===== config.mk =====
export PLATFORM = sky130hd
export DESIGN_NAME = oflow_match_top
export DESIGN_NICKNAME = d
export VERILOG_FILES = /design/src/oflow_core_pkg.sv /design/src/oflow_similarity_pkg.sv /design/src/oflow_calc_iou.sv /design/src/oflow_history_buffer.sv /design/src/oflow_match_ctrl.sv /design/src/oflow_match_top.sv /design/src/oflow_similarity_metric.sv
export SDC_FILE = /design/constraint.sdc
export NUM_CORES = 2
export LEC_CHECK = 0
export ABC_AREA = 1
export BUFFER_PORTS_ARGS = -buffer_cell sky130_fd_sc_hd__buf_2
export CORE_UTILIZATION = 60
export CTS_BUF_LIST = sky130_fd_sc_hd__clkbuf_16
export CTS_CLUSTER_SIZE = 16
export DETAILED_ROUTE_END_ITERATION = 10
export GPL_TIMING_DRIVEN = 0
export PLACE_DENSITY = 0.8
export SLEW_MARGIN = 20
export SYNTH_ARGS = -nofsm -noshare
export SYNTH_HDL_FRONTEND = slang
export SYNTH_SLANG_ARGS = --single-unit

===== constraint.sdc =====
create_clock -name clk -period 23.6 [get_ports clk]
set_input_delay 4.72 -clock clk [delete_from_list [all_inputs] [get_ports clk]]
set_output_delay 4.72 -clock clk [all_outputs]
set_load 0.05 [all_outputs]

===== src/oflow_core_pkg.sv =====
// feature record of one tracked object, field widths and bit offsets
// imported by the history buffer, the metric and the top level
package oflow_core_pkg;

	// ------------------------------------------------------------
	// field widths
	// ------------------------------------------------------------
	localparam int COORD_LEN     = 8;              // one box coordinate
	localparam int POSITION_LEN  = 4 * COORD_LEN;  // {tl_x, tl_y, br_x, br_y}
	localparam int WIDTH_LEN     = 8;
	localparam int HEIGHT_LEN    = 8;
	localparam int COLOR_LEN     = 24;             // packed rgb
	localparam int D_HISTORY_LEN = 5;              // frames since last seen

	localparam int FEATURE_LEN = POSITION_LEN + WIDTH_LEN + HEIGHT_LEN
		+ 2 * COLOR_LEN + D_HISTORY_LEN;           // 101 bits

	// ------------------------------------------------------------
	// record layout, msb first
	// position, width, height, color1, color2, d_history
	// ------------------------------------------------------------
	localparam int D_HISTORY_LSB = 0;
	localparam int COLOR2_LSB    = D_HISTORY_LSB + D_HISTORY_LEN;
	localparam int COLOR1_LSB    = COLOR2_LSB + COLOR_LEN;
	localparam int HEIGHT_LSB    = COLOR1_LSB + COLOR_LEN;
	localparam int WIDTH_LSB     = HEIGHT_LSB + HEIGHT_LEN;
	localparam int POSITION_LSB  = WIDTH_LSB + WIDTH_LEN;

	localparam int DEFAULT_HISTORY_DEPTH = 8;  // entries kept from earlier frames

endpackage


===== src/oflow_similarity_pkg.sv =====
// widths of the similarity datapath, q.10 fixed point
// imported by the metric, the iou block, the controller and the top level
package oflow_similarity_pkg;

	localparam int FRAC_BITS = 10;             // fraction bits of every metric

	// iou in q0.10, one extra bit so 1.0 fits exactly
	localparam int IOU_LEN = FRAC_BITS + 1;

	localparam int WEIGHT_LEN = 8;             // host weight per term
	localparam int SUM_LEN    = 48;            // weighted sum, q38.10
	localparam int SCORE_LEN  = 32;            // saturated integer part

	// start -> valid_iou
	// one area cycle, one divide cycle per quotient bit, one done cycle
	localparam int IOU_LATENCY = IOU_LEN + 2;  // 13

endpackage


===== src/oflow_calc_iou.sv =====
// intersection over union of two boxes, q0.10 result
// areas in one cycle, then a restoring divider at one quotient bit per cycle
// valid_iou pulses a fixed IOU_LATENCY cycles after start
`timescale 1ns/1ps

module oflow_calc_iou (
	input  logic clk,
	input  logic reset_N,
	input  logic start,
	input  logic [oflow_core_pkg::POSITION_LEN-1:0] position_a,
	input  logic [oflow_core_pkg::POSITION_LEN-1:0] position_b,
	input  logic [oflow_core_pkg::WIDTH_LEN-1:0] width_a,
	input  logic [oflow_core_pkg::HEIGHT_LEN-1:0] height_a,
	input  logic [oflow_core_pkg::WIDTH_LEN-1:0] width_b,
	input  logic [oflow_core_pkg::HEIGHT_LEN-1:0] height_b,
	output logic valid_iou,
	output logic [oflow_similarity_pkg::IOU_LEN-1:0] iou
);
	import oflow_core_pkg::*;
	import oflow_similarity_pkg::*;

	localparam int DIV_STEPS = IOU_LATENCY - 2;  // one quotient bit per cycle
	localparam int STEP_LEN  = $clog2(DIV_STEPS);
	localparam int AREA_LEN  = 2 * COORD_LEN;

	typedef enum logic [1:0] {idle_st, area_st, divide_st, done_st} state_t;
	state_t state;

	logic [COORD_LEN-1:0] ov_x, ov_y;               // overlap per axis
	logic [AREA_LEN-1:0] inter, area_a, area_b;
	logic [AREA_LEN:0] union_c;
	logic [AREA_LEN+FRAC_BITS-1:0] dividend;        // inter << FRAC_BITS

	logic [STEP_LEN-1:0] step;
	logic [AREA_LEN:0] rem, union_r;
	logic [DIV_STEPS-1:0] dvd_lo;                   // dividend bits still to shift in
	logic [IOU_LEN-1:0] quot;
	logic [AREA_LEN+1:0] trial;
	logic q_bit;

	// overlap of two intervals, clipped at zero
	function automatic logic [COORD_LEN-1:0] overlap(
		input logic [COORD_LEN-1:0] lo_a,
		input logic [COORD_LEN-1:0] hi_a,
		input logic [COORD_LEN-1:0] lo_b,
		input logic [COORD_LEN-1:0] hi_b
	);
		logic [COORD_LEN-1:0] lo;
		logic [COORD_LEN-1:0] hi;
		lo = (lo_a > lo_b) ? lo_a : lo_b;
		hi = (hi_a < hi_b) ? hi_a : hi_b;
		return (hi > lo) ? hi - lo : '0;
	endfunction

	// x uses tl_x/br_x, y uses tl_y/br_y
	assign ov_x = overlap(position_a[3*COORD_LEN +: COORD_LEN], position_a[COORD_LEN +: COORD_LEN],
		position_b[3*COORD_LEN +: COORD_LEN], position_b[COORD_LEN +: COORD_LEN]);
	assign ov_y = overlap(position_a[2*COORD_LEN +: COORD_LEN], position_a[0 +: COORD_LEN],
		position_b[2*COORD_LEN +: COORD_LEN], position_b[0 +: COORD_LEN]);

	assign inter    = ov_x * ov_y;
	assign area_a   = width_a * height_a;
	assign area_b   = width_b * height_b;
	assign union_c  = area_a + area_b - inter;
	assign dividend = {inter, {FRAC_BITS{1'b0}}};

	// one restoring step
	assign trial = {rem, dvd_lo[DIV_STEPS-1]};
	assign q_bit = (trial >= union_r);

	assign valid_iou = (state == done_st);

	// ------------------------------------------------------------
	// fsm
	// ------------------------------------------------------------
	always_ff @(posedge clk or negedge reset_N) begin
		if (!reset_N) begin
			state <= idle_st;
			step  <= '0;
		end else begin
			case (state)
				idle_st:   if (start) state <= area_st;
				area_st: begin
					step  <= '0;
					state <= divide_st;
				end
				divide_st: begin
					step <= step + 1'b1;
					if (step == STEP_LEN'(DIV_STEPS - 1)) state <= done_st;
				end
				default:   state <= idle_st;  // done_st, valid_iou high here
			endcase
		end
	end

	// divider datapath, no reset needed
	always_ff @(posedge clk) begin
		if (state == area_st) begin
			union_r <= union_c;
			rem     <= (AREA_LEN+1)'(dividend >> DIV_STEPS);  // high part, below union
			dvd_lo  <= dividend[DIV_STEPS-1:0];
			quot    <= '0;
		end else if (state == divide_st) begin
			rem    <= q_bit ? (AREA_LEN+1)'(trial - union_r) : trial[AREA_LEN:0];
			dvd_lo <= dvd_lo << 1;
			quot   <= {quot[IOU_LEN-2:0], q_bit};
			if (step == STEP_LEN'(DIV_STEPS - 1))
				iou <= (union_r == '0) ? '0 : {quot[IOU_LEN-2:0], q_bit};  // empty union gives 0
		end
	end

	a_iou_single_pulse: assert property (@(posedge clk) disable iff (!reset_N)
		valid_iou |=> !valid_iou);

endmodule


===== src/oflow_history_buffer.sv =====
// feature records of objects from earlier frames, one valid bit each
// writes land on the next edge, reads are combinational
`timescale 1ns/1ps

module oflow_history_buffer #(
	parameter int HISTORY_DEPTH = oflow_core_pkg::DEFAULT_HISTORY_DEPTH
) (
	input  logic clk,
	input  logic reset_N,
	input  logic wr_en,
	input  logic clear,
	input  logic [$clog2(HISTORY_DEPTH)-1:0] wr_addr,
	input  logic [oflow_core_pkg::FEATURE_LEN-1:0] wr_features,
	input  logic [$clog2(HISTORY_DEPTH)-1:0] rd_addr,
	output logic [oflow_core_pkg::FEATURE_LEN-1:0] rd_features,
	output logic [HISTORY_DEPTH-1:0] entry_valid
);
	import oflow_core_pkg::*;

	logic [FEATURE_LEN-1:0] mem [HISTORY_DEPTH];

	assign rd_features = mem[rd_addr];

	// valid flags, clear beats a same-cycle write
	always_ff @(posedge clk or negedge reset_N) begin
		if (!reset_N)
			entry_valid <= '0;
		else if (clear)
			entry_valid <= '0;
		else if (wr_en)
			entry_valid[wr_addr] <= 1'b1;
	end

	always_ff @(posedge clk) begin
		if (wr_en && !clear)
			mem[wr_addr] <= wr_features;
	end

	a_wr_addr_range: assert property (@(posedge clk) disable iff (!reset_N)
		wr_en |-> wr_addr < HISTORY_DEPTH);

endmodule


===== src/oflow_match_ctrl.sv =====
// walks the valid history entries in ascending order, one metric run each
// keeps the lowest score and its index, lowest index wins a tie
`timescale 1ns/1ps

module oflow_match_ctrl #(
	parameter int HISTORY_DEPTH = oflow_core_pkg::DEFAULT_HISTORY_DEPTH
) (
	input  logic clk,
	input  logic reset_N,
	input  logic match_start,
	input  logic [HISTORY_DEPTH-1:0] entry_valid,
	output logic [$clog2(HISTORY_DEPTH)-1:0] rd_addr,
	output logic metric_start,
	input  logic metric_valid,
	input  logic [oflow_similarity_pkg::SCORE_LEN-1:0] metric_score,
	output logic busy,
	output logic done,
	output logic found,
	output logic [$clog2(HISTORY_DEPTH)-1:0] best_id,
	output logic [oflow_similarity_pkg::SCORE_LEN-1:0] best_score
);
	localparam int ID_LEN = $clog2(HISTORY_DEPTH);

	typedef enum logic [1:0] {idle_st, seek_st, wait_st, finish_st} state_t;
	state_t state;

	logic [HISTORY_DEPTH-1:0] pending;  // entries still to compare
	logic [ID_LEN-1:0] next_idx;

	// lowest pending index
	always_comb begin
		next_idx = '0;
		for (int i = HISTORY_DEPTH - 1; i >= 0; i--) begin
			if (pending[i])
				next_idx = ID_LEN'(i);
		end
	end

	assign busy = (state != idle_st);
	assign done = (state == finish_st);

	always_ff @(posedge clk or negedge reset_N) begin
		if (!reset_N) begin
			state        <= idle_st;
			pending      <= '0;
			rd_addr      <= '0;
			metric_start <= 1'b0;
			found        <= 1'b0;
			best_id      <= '0;
			best_score   <= '0;
		end else begin
			metric_start <= 1'b0;
			case (state)
				idle_st: if (match_start) begin
					pending    <= entry_valid;  // snapshot for this match
					found      <= 1'b0;
					best_id    <= '0;
					best_score <= '0;
					state      <= seek_st;
				end
				seek_st: if (|pending) begin
					rd_addr           <= next_idx;
					pending[next_idx] <= 1'b0;
					metric_start      <= 1'b1;  // rd_addr settles with it
					state             <= wait_st;
				end else begin
					state <= finish_st;
				end
				wait_st: if (metric_valid) begin
					if (!found || metric_score < best_score) begin  // strict, ties keep older
						found      <= 1'b1;
						best_id    <= rd_addr;
						best_score <= metric_score;
					end
					state <= seek_st;
				end
				default: state <= idle_st;  // finish_st, done pulse
			endcase
		end
	end

	a_done_single_pulse: assert property (@(posedge clk) disable iff (!reset_N)
		done |=> !done);

endmodule


===== src/oflow_match_top.sv =====
// matches one current object against the history of earlier frames
// host writes records, strobes match_start and waits for done
`timescale 1ns/1ps

module oflow_match_top #(
	parameter int HISTORY_DEPTH = oflow_core_pkg::DEFAULT_HISTORY_DEPTH
) (
	input  logic clk,
	input  logic reset_N,
	input  logic wr_en,
	input  logic clear,
	input  logic [$clog2(HISTORY_DEPTH)-1:0] wr_addr,
	input  logic [oflow_core_pkg::FEATURE_LEN-1:0] wr_features,
	input  logic match_start,
	input  logic [oflow_core_pkg::POSITION_LEN-1:0] position_cur,
	input  logic [oflow_core_pkg::WIDTH_LEN-1:0] width_cur,
	input  logic [oflow_core_pkg::HEIGHT_LEN-1:0] height_cur,
	input  logic [oflow_core_pkg::COLOR_LEN-1:0] color1_cur,
	input  logic [oflow_core_pkg::COLOR_LEN-1:0] color2_cur,
	input  logic [oflow_similarity_pkg::WEIGHT_LEN-1:0] iou_weight,
	input  logic [oflow_similarity_pkg::WEIGHT_LEN-1:0] w_weight,
	input  logic [oflow_similarity_pkg::WEIGHT_LEN-1:0] h_weight,
	input  logic [oflow_similarity_pkg::WEIGHT_LEN-1:0] color1_weight,
	input  logic [oflow_similarity_pkg::WEIGHT_LEN-1:0] color2_weight,
	input  logic [oflow_similarity_pkg::WEIGHT_LEN-1:0] dhistory_weight,
	output logic busy,
	output logic done,
	output logic found,
	output logic [$clog2(HISTORY_DEPTH)-1:0] best_id,
	output logic [oflow_similarity_pkg::SCORE_LEN-1:0] best_score
);
	import oflow_core_pkg::*;
	import oflow_similarity_pkg::*;

	logic [$clog2(HISTORY_DEPTH)-1:0] rd_addr;
	logic [FEATURE_LEN-1:0] rd_features;
	logic [HISTORY_DEPTH-1:0] entry_valid;
	logic metric_start, metric_valid;
	logic [SCORE_LEN-1:0] metric_score;

	oflow_history_buffer #(.HISTORY_DEPTH(HISTORY_DEPTH)) i_oflow_history_buffer (
		.clk(clk), .reset_N(reset_N), .wr_en(wr_en), .clear(clear),
		.wr_addr(wr_addr), .wr_features(wr_features),
		.rd_addr(rd_addr), .rd_features(rd_features), .entry_valid(entry_valid)
	);

	oflow_match_ctrl #(.HISTORY_DEPTH(HISTORY_DEPTH)) i_oflow_match_ctrl (
		.clk(clk), .reset_N(reset_N), .match_start(match_start),
		.entry_valid(entry_valid), .rd_addr(rd_addr), .metric_start(metric_start),
		.metric_valid(metric_valid), .metric_score(metric_score),
		.busy(busy), .done(done), .found(found), .best_id(best_id), .best_score(best_score)
	);

	oflow_similarity_metric i_oflow_similarity_metric (
		.clk(clk), .reset_N(reset_N), .start(metric_start),
		.position_cur(position_cur), .width_cur(width_cur), .height_cur(height_cur),
		.color1_cur(color1_cur), .color2_cur(color2_cur), .features_prev(rd_features),
		.iou_weight(iou_weight), .w_weight(w_weight), .h_weight(h_weight),
		.color1_weight(color1_weight), .color2_weight(color2_weight),
		.dhistory_weight(dhistory_weight),
		.valid(metric_valid), .score(metric_score)
	);

	// history must not change under a running match
	a_no_write_while_busy: assert property (@(posedge clk) disable iff (!reset_N)
		busy |-> !wr_en);

endmodule


===== src/oflow_similarity_metric.sv =====
// weighted distance between the current object and one history record
// lower score means more alike, valid pulses 15 cycles after start
`timescale 1ns/1ps

module oflow_similarity_metric (
	input  logic clk,
	input  logic reset_N,
	input  logic start,
	input  logic [oflow_core_pkg::POSITION_LEN-1:0] position_cur,
	input  logic [oflow_core_pkg::WIDTH_LEN-1:0] width_cur,
	input  logic [oflow_core_pkg::HEIGHT_LEN-1:0] height_cur,
	input  logic [oflow_core_pkg::COLOR_LEN-1:0] color1_cur,
	input  logic [oflow_core_pkg::COLOR_LEN-1:0] color2_cur,
	input  logic [oflow_core_pkg::FEATURE_LEN-1:0] features_prev,
	input  logic [oflow_similarity_pkg::WEIGHT_LEN-1:0] iou_weight,
	input  logic [oflow_similarity_pkg::WEIGHT_LEN-1:0] w_weight,
	input  logic [oflow_similarity_pkg::WEIGHT_LEN-1:0] h_weight,
	input  logic [oflow_similarity_pkg::WEIGHT_LEN-1:0] color1_weight,
	input  logic [oflow_similarity_pkg::WEIGHT_LEN-1:0] color2_weight,
	input  logic [oflow_similarity_pkg::WEIGHT_LEN-1:0] dhistory_weight,
	output logic valid,
	output logic [oflow_similarity_pkg::SCORE_LEN-1:0] score
);
	import oflow_core_pkg::*;
	import oflow_similarity_pkg::*;

	localparam int STALE_LEN = 2 ** D_HISTORY_LEN;  // 1 << d_history
	localparam int ACC_LEN   = SUM_LEN + 2;         // staleness term alone can pass 2^48

	typedef enum logic [1:0] {idle_st, calc_st, sum_st} state_t;
	state_t state;

	// previous record fields
	logic [POSITION_LEN-1:0] position_prev;
	logic [WIDTH_LEN-1:0] width_prev;
	logic [HEIGHT_LEN-1:0] height_prev;
	logic [COLOR_LEN-1:0] color1_prev, color2_prev;
	logic [D_HISTORY_LEN-1:0] d_history_prev;

	logic start_iou, valid_iou;
	logic [IOU_LEN-1:0] iou;

	// registered metrics, integer parts except iou_term (q0.10)
	logic [IOU_LEN-1:0] iou_term;
	logic [WIDTH_LEN-1:0] w_dist;
	logic [HEIGHT_LEN-1:0] h_dist;
	logic [COLOR_LEN-1:0] c1_dist, c2_dist;
	logic [STALE_LEN-1:0] stale;

	logic [ACC_LEN-1:0] sum_full;
	logic [SUM_LEN-1:0] sum_r;

	function automatic logic [COLOR_LEN-1:0] l1_dist(
		input logic [COLOR_LEN-1:0] a,
		input logic [COLOR_LEN-1:0] b
	);
		return (a > b) ? a - b : b - a;
	endfunction

	assign position_prev  = features_prev[POSITION_LSB +: POSITION_LEN];
	assign width_prev     = features_prev[WIDTH_LSB +: WIDTH_LEN];
	assign height_prev    = features_prev[HEIGHT_LSB +: HEIGHT_LEN];
	assign color1_prev    = features_prev[COLOR1_LSB +: COLOR_LEN];
	assign color2_prev    = features_prev[COLOR2_LSB +: COLOR_LEN];
	assign d_history_prev = features_prev[D_HISTORY_LSB +: D_HISTORY_LEN];

	assign start_iou = (state == idle_st) && start;  // leaving idle

	oflow_calc_iou i_oflow_calc_iou (
		.clk       (clk),
		.reset_N   (reset_N),
		.start     (start_iou),
		.position_a(position_cur),
		.position_b(position_prev),
		.width_a   (width_cur),
		.height_a  (height_cur),
		.width_b   (width_prev),
		.height_b  (height_prev),
		.valid_iou (valid_iou),
		.iou       (iou)
	);

	// ------------------------------------------------------------
	// weighted sum, each term padded to q.10
	// ------------------------------------------------------------
	assign sum_full = iou_weight * iou_term
		+ w_weight * {w_dist, {FRAC_BITS{1'b0}}}
		+ h_weight * {h_dist, {FRAC_BITS{1'b0}}}
		+ color1_weight * {c1_dist, {FRAC_BITS{1'b0}}}
		+ color2_weight * {c2_dist, {FRAC_BITS{1'b0}}}
		+ dhistory_weight * {stale, {FRAC_BITS{1'b0}}};

	// integer part, saturated to the score width
	assign score = (|sum_r[SUM_LEN-1:FRAC_BITS+SCORE_LEN]) ? '1 : sum_r[FRAC_BITS +: SCORE_LEN];

	always_ff @(posedge clk or negedge reset_N) begin
		if (!reset_N) begin
			state <= idle_st;
			valid <= 1'b0;
		end else begin
			valid <= (state == sum_st);  // one cycle after the sum
			case (state)
				idle_st: if (start) state <= calc_st;
				calc_st: if (valid_iou) state <= sum_st;
				default: state <= idle_st;
			endcase
		end
	end

	always_ff @(posedge clk) begin
		if (state == calc_st) begin
			w_dist  <= WIDTH_LEN'(l1_dist(COLOR_LEN'(width_prev), COLOR_LEN'(width_cur)));
			h_dist  <= HEIGHT_LEN'(l1_dist(COLOR_LEN'(height_prev), COLOR_LEN'(height_cur)));
			c1_dist <= l1_dist(color1_prev, color1_cur);
			c2_dist <= l1_dist(color2_prev, color2_cur);
			stale   <= STALE_LEN'(1) << d_history_prev;  // staleness penalty
			if (valid_iou)
				iou_term <= IOU_LEN'(1 << FRAC_BITS) - iou;  // 1 - iou
		end
		if (state == sum_st)
			sum_r <= (|sum_full[ACC_LEN-1:SUM_LEN]) ? '1 : sum_full[SUM_LEN-1:0];
	end

	a_start_in_idle: assert property (@(posedge clk) disable iff (!reset_N)
		start |-> state == idle_st);

endmodule


==> impl_metrics.csv <==
group,metric,value,unit
sta,tns,0,ps
detailed_routing,wl_per_cell,20.97,um
synth,synth_seq_cells,1076,
cts,cts_buffers,108,
synth,synthArstFlopShare,6.227,%
detailed_routing,dr.pass1.iters,10,
global_route,grt_pass1_vias,73980,
global_route,use_met3,7.210,%
synth,syn_area,90180,um^2
global_route,grt_pass1_wl,409100,um
floorplanning,die_h,389.7,um
cts,cts.htree.levels,3,
critical_path,crit_fanout,9,
cts,ctsHoldBuffers,0,
placed_design,gp_congestion,1.044,
worst_hold_path,worstHoldStart,"i_oflow_match_ctrl.best_id[0]$_DFFE_PN0P_",
final_layout,syn_to_final_growth,9.515,%
sta,worst_pin_slew,1174,ps
sta,fmax,60.60,MHz
sta,finalSetupViolCount,0,
final_layout,layout_common_cells,"2033 x nand2_1, 1959 x inv_1, 997 x edfxtp_1, 853 x nor2_1, 799 x fa_1",
cts,cts.clk_slew.worst_paths,60,ps
floorplanning,dieArea,151900,um^2
final_layout,final_common_cell,"nand2_1",
detailed_routing,drc,0,
worst_hold_path,min_path_type,"reg2reg",
cts,post_cts_resized,0,
sta,maxSlewViolCount,0,
cts,cts_tree,"yes",
synth,synth_warnings,0,
detailed_routing,drt_iter0_drc,7168,
sta,hold_violations,0,
global_route,overflow,0,
global_route,antenna_found_initial,43,
cts,cts_sinks,1076,
critical_path,worstSetupStartpoint,"position_cur[5]",
global_route,use_met1,43.23,%
critical_path,path_buf_inv,12,
final_layout,layout-drive-gt1-share,6.403,%
critical_path,start_kind,"input port",
sta,period_share,69.92,%
synth,synthDistinctLibCells,64,
cts,cts_buffer_depth,3,
detailed_routing,wl,266000,um
synth,syn-num-nets,11870,
final_layout,nNetsFinal,12300,
synth,synth_cells,10140,
synth,synth_ff_type,"edfxtp_1",
synth,synth_edf_count,997,
critical_path,critPathCaptureType,"flip-flop",
critical_path,critPathKind,"in2reg",
global_route,grt_busiest_layer,"met2",
sta,grt_setup_unrepaired,"no",
cts,cts_setup_buffers,0,
synth,synth_area_leaders,"edfxtp_1 33%, fa_1 18%, ha_1 9.4%",
critical_path,crit_required,24070,ps
critical_path,cpMaxStageDelayCell,"a211oi_1",
detailed_routing,postRouteAntennaNets,0,
placed_design,dp_hpwl,208800,um
critical_path,slowest_delay,710,ps
detailed_routing,vias,72980,
detailed_routing,vias_per_cell,5.754,
critical_path,worstPathArrival,16970,ps
floorplanning,die_w,389.7,um
global_route,met2_usage,57.29,%
sta,fin_crit,16500,ps
job,maxCapViolations,0,
placed_design,numPortBuffers,269,
cts,clkLatencyLatePin,790,ps
synth,synth_top_area_share,33.20,%
floorplanning,rows,141,
critical_path,r2r-start,"i_oflow_match_ctrl.rd_addr[1]$_DFFE_PN0P_",
floorplanning,io_pins,291,
sta,slew_headroom,20.88,%
global_route,grt_usage,35.13,%
global_route,grt_max_degree,65,
synth,synth_area_per_cell,8.894,um^2
synth,yosysSeqAreaShare,35.32,%
sta,fin_worst_skew,98.35,ps
synth,yosys.area.top_type,"edfxtp_1",
floorplanning,initial_core_util,60.78,%
floorplanning,core_area,148400,um^2
critical_path,cp_top_family,"adder cells",
status,outcome,"finished, final reports clean",
cts,cts.root.buffer_cell,"clkbuf_16",
registers in the layout, summed over array words and instances (netlist names), 3 cells and up:
name and cells:
i_oflow_history_buffer.mem 808, i_oflow_similarity_metric.c2_dist 24, i_oflow_match_ctrl.pending 8, i_oflow_similarity_metric.i_oflow_calc_iou.step 4, i_oflow_similarity_metric.i_oflow_calc_iou.rem 17, i_oflow_match_ctrl.rd_addr 3, i_oflow_similarity_metric.h_dist 8, i_oflow_match_ctrl.best_score 32
i_oflow_similarity_metric.sum_r 38, i_oflow_match_ctrl.best_id 3, i_oflow_similarity_metric.i_oflow_calc_iou.quot 10, i_oflow_history_buffer.entry_valid 8, i_oflow_similarity_metric.i_oflow_calc_iou.iou 11, i_oflow_similarity_metric.iou_term 11, i_oflow_similarity_metric.stale 32, i_oflow_similarity_metric.c1_dist 24
i_oflow_similarity_metric.w_dist 8, i_oflow_similarity_metric.i_oflow_calc_iou.union_r 17
final timing paths:
check / cells after the start / slack (ps) / end
worst min-delay path: 2 / 470 / i_oflow_match_ctrl.best_id[0]$_DFFE_PN0P_
min in group asynchronous: 1 / 3820 / i_oflow_match_ctrl.best_score[21]$_DFFE_PN0P_
worst max-delay path: 54 / 7100 / flip-flop
worst max register to register: 62 / 8180 / flip-flop
worst min register to register: 2 / 470 / i_oflow_match_ctrl.best_id[0]$_DFFE_PN0P_
max in group asynchronous: 2 / 19180 / i_oflow_match_ctrl.rd_addr[0]$_DFFE_PN0P_
per-layer routing:
layer / vias up / wire length, um
li1: 33170 / -
met1: 34940 / 97910
met2: 4009 / 124000
met3: 843 / 26930
met4: 24 / 17080
met5: - / 153
tightest hold or removal path, cell delays in order, from the launching register on:
cell	delay (ps)
dfrtp_1	330
nand2_1	50
nand2_1	50
area by class of cell:
type	instances	area, um^2
Clock inverter	88	763.2
Antenna cell	31	77.57
Sequential cell	1076	31860
Multi-Input combinational cell	6678	49240
Inverter	1955	7341
Fill cell	11660	49610
Buffer	431	1818
Clock buffer	109	2728
Timing Repair Buffer	314	2430
Tap cell	2002	2505
cell families after synthesis:
| logic type | synth area share [%] |
|---|---|
| simple gates | 14.29 |
| buf+inv | 10.15 |
| compound gates | 9.923 |
| fa+ha+maj | 27.19 |
| flops | 35.32 |
| xor+xnor | 2.836 |
| mux | 0.2914 |
stage by stage:
step	hold slack (ps)	instance area, um^2	utilization, %	setup WS, ps	cells
global route	492.9	98720	66.54	6246	12670
finish	465.3	98760	66.56	7099	12680
detailed placement	454.1	95190	64.16	6573	12460
CTS	468.9	98680	66.51	7299	12650
global placement	454.0	94030	63.38	6640	12410
floorplan	440.1	90180	-	8269	10140
synth_stat cells, types with 12 or more instances:
library cell and count:
nand3_2 24, o211ai_1 22, buf_1 14, o221ai_1 17, nor3_1 24, nand3_1 199
nor2_1 863, xor2_1 171, xnor2_1 121, fa_1 799, nor4_1 19, buf_2 48
dfxtp_1 12, o22ai_1 195, clkbuf_2 50, o21bai_1 33, nand2_1 2033, edfxtp_1 997
a21oi_1 463, ha_1 681, a21o_1 27, clkbuf_1 309, nand4_1 26, o21ai_1 41
dfrtp_1 67, o21ai_0 756, a31oi_1 20, nand2_2 21, inv_1 1940
Power is left out: the tool's default activity adds up to more than one toggle a clock period on the data nets, which glitch-free logic cannot reach.
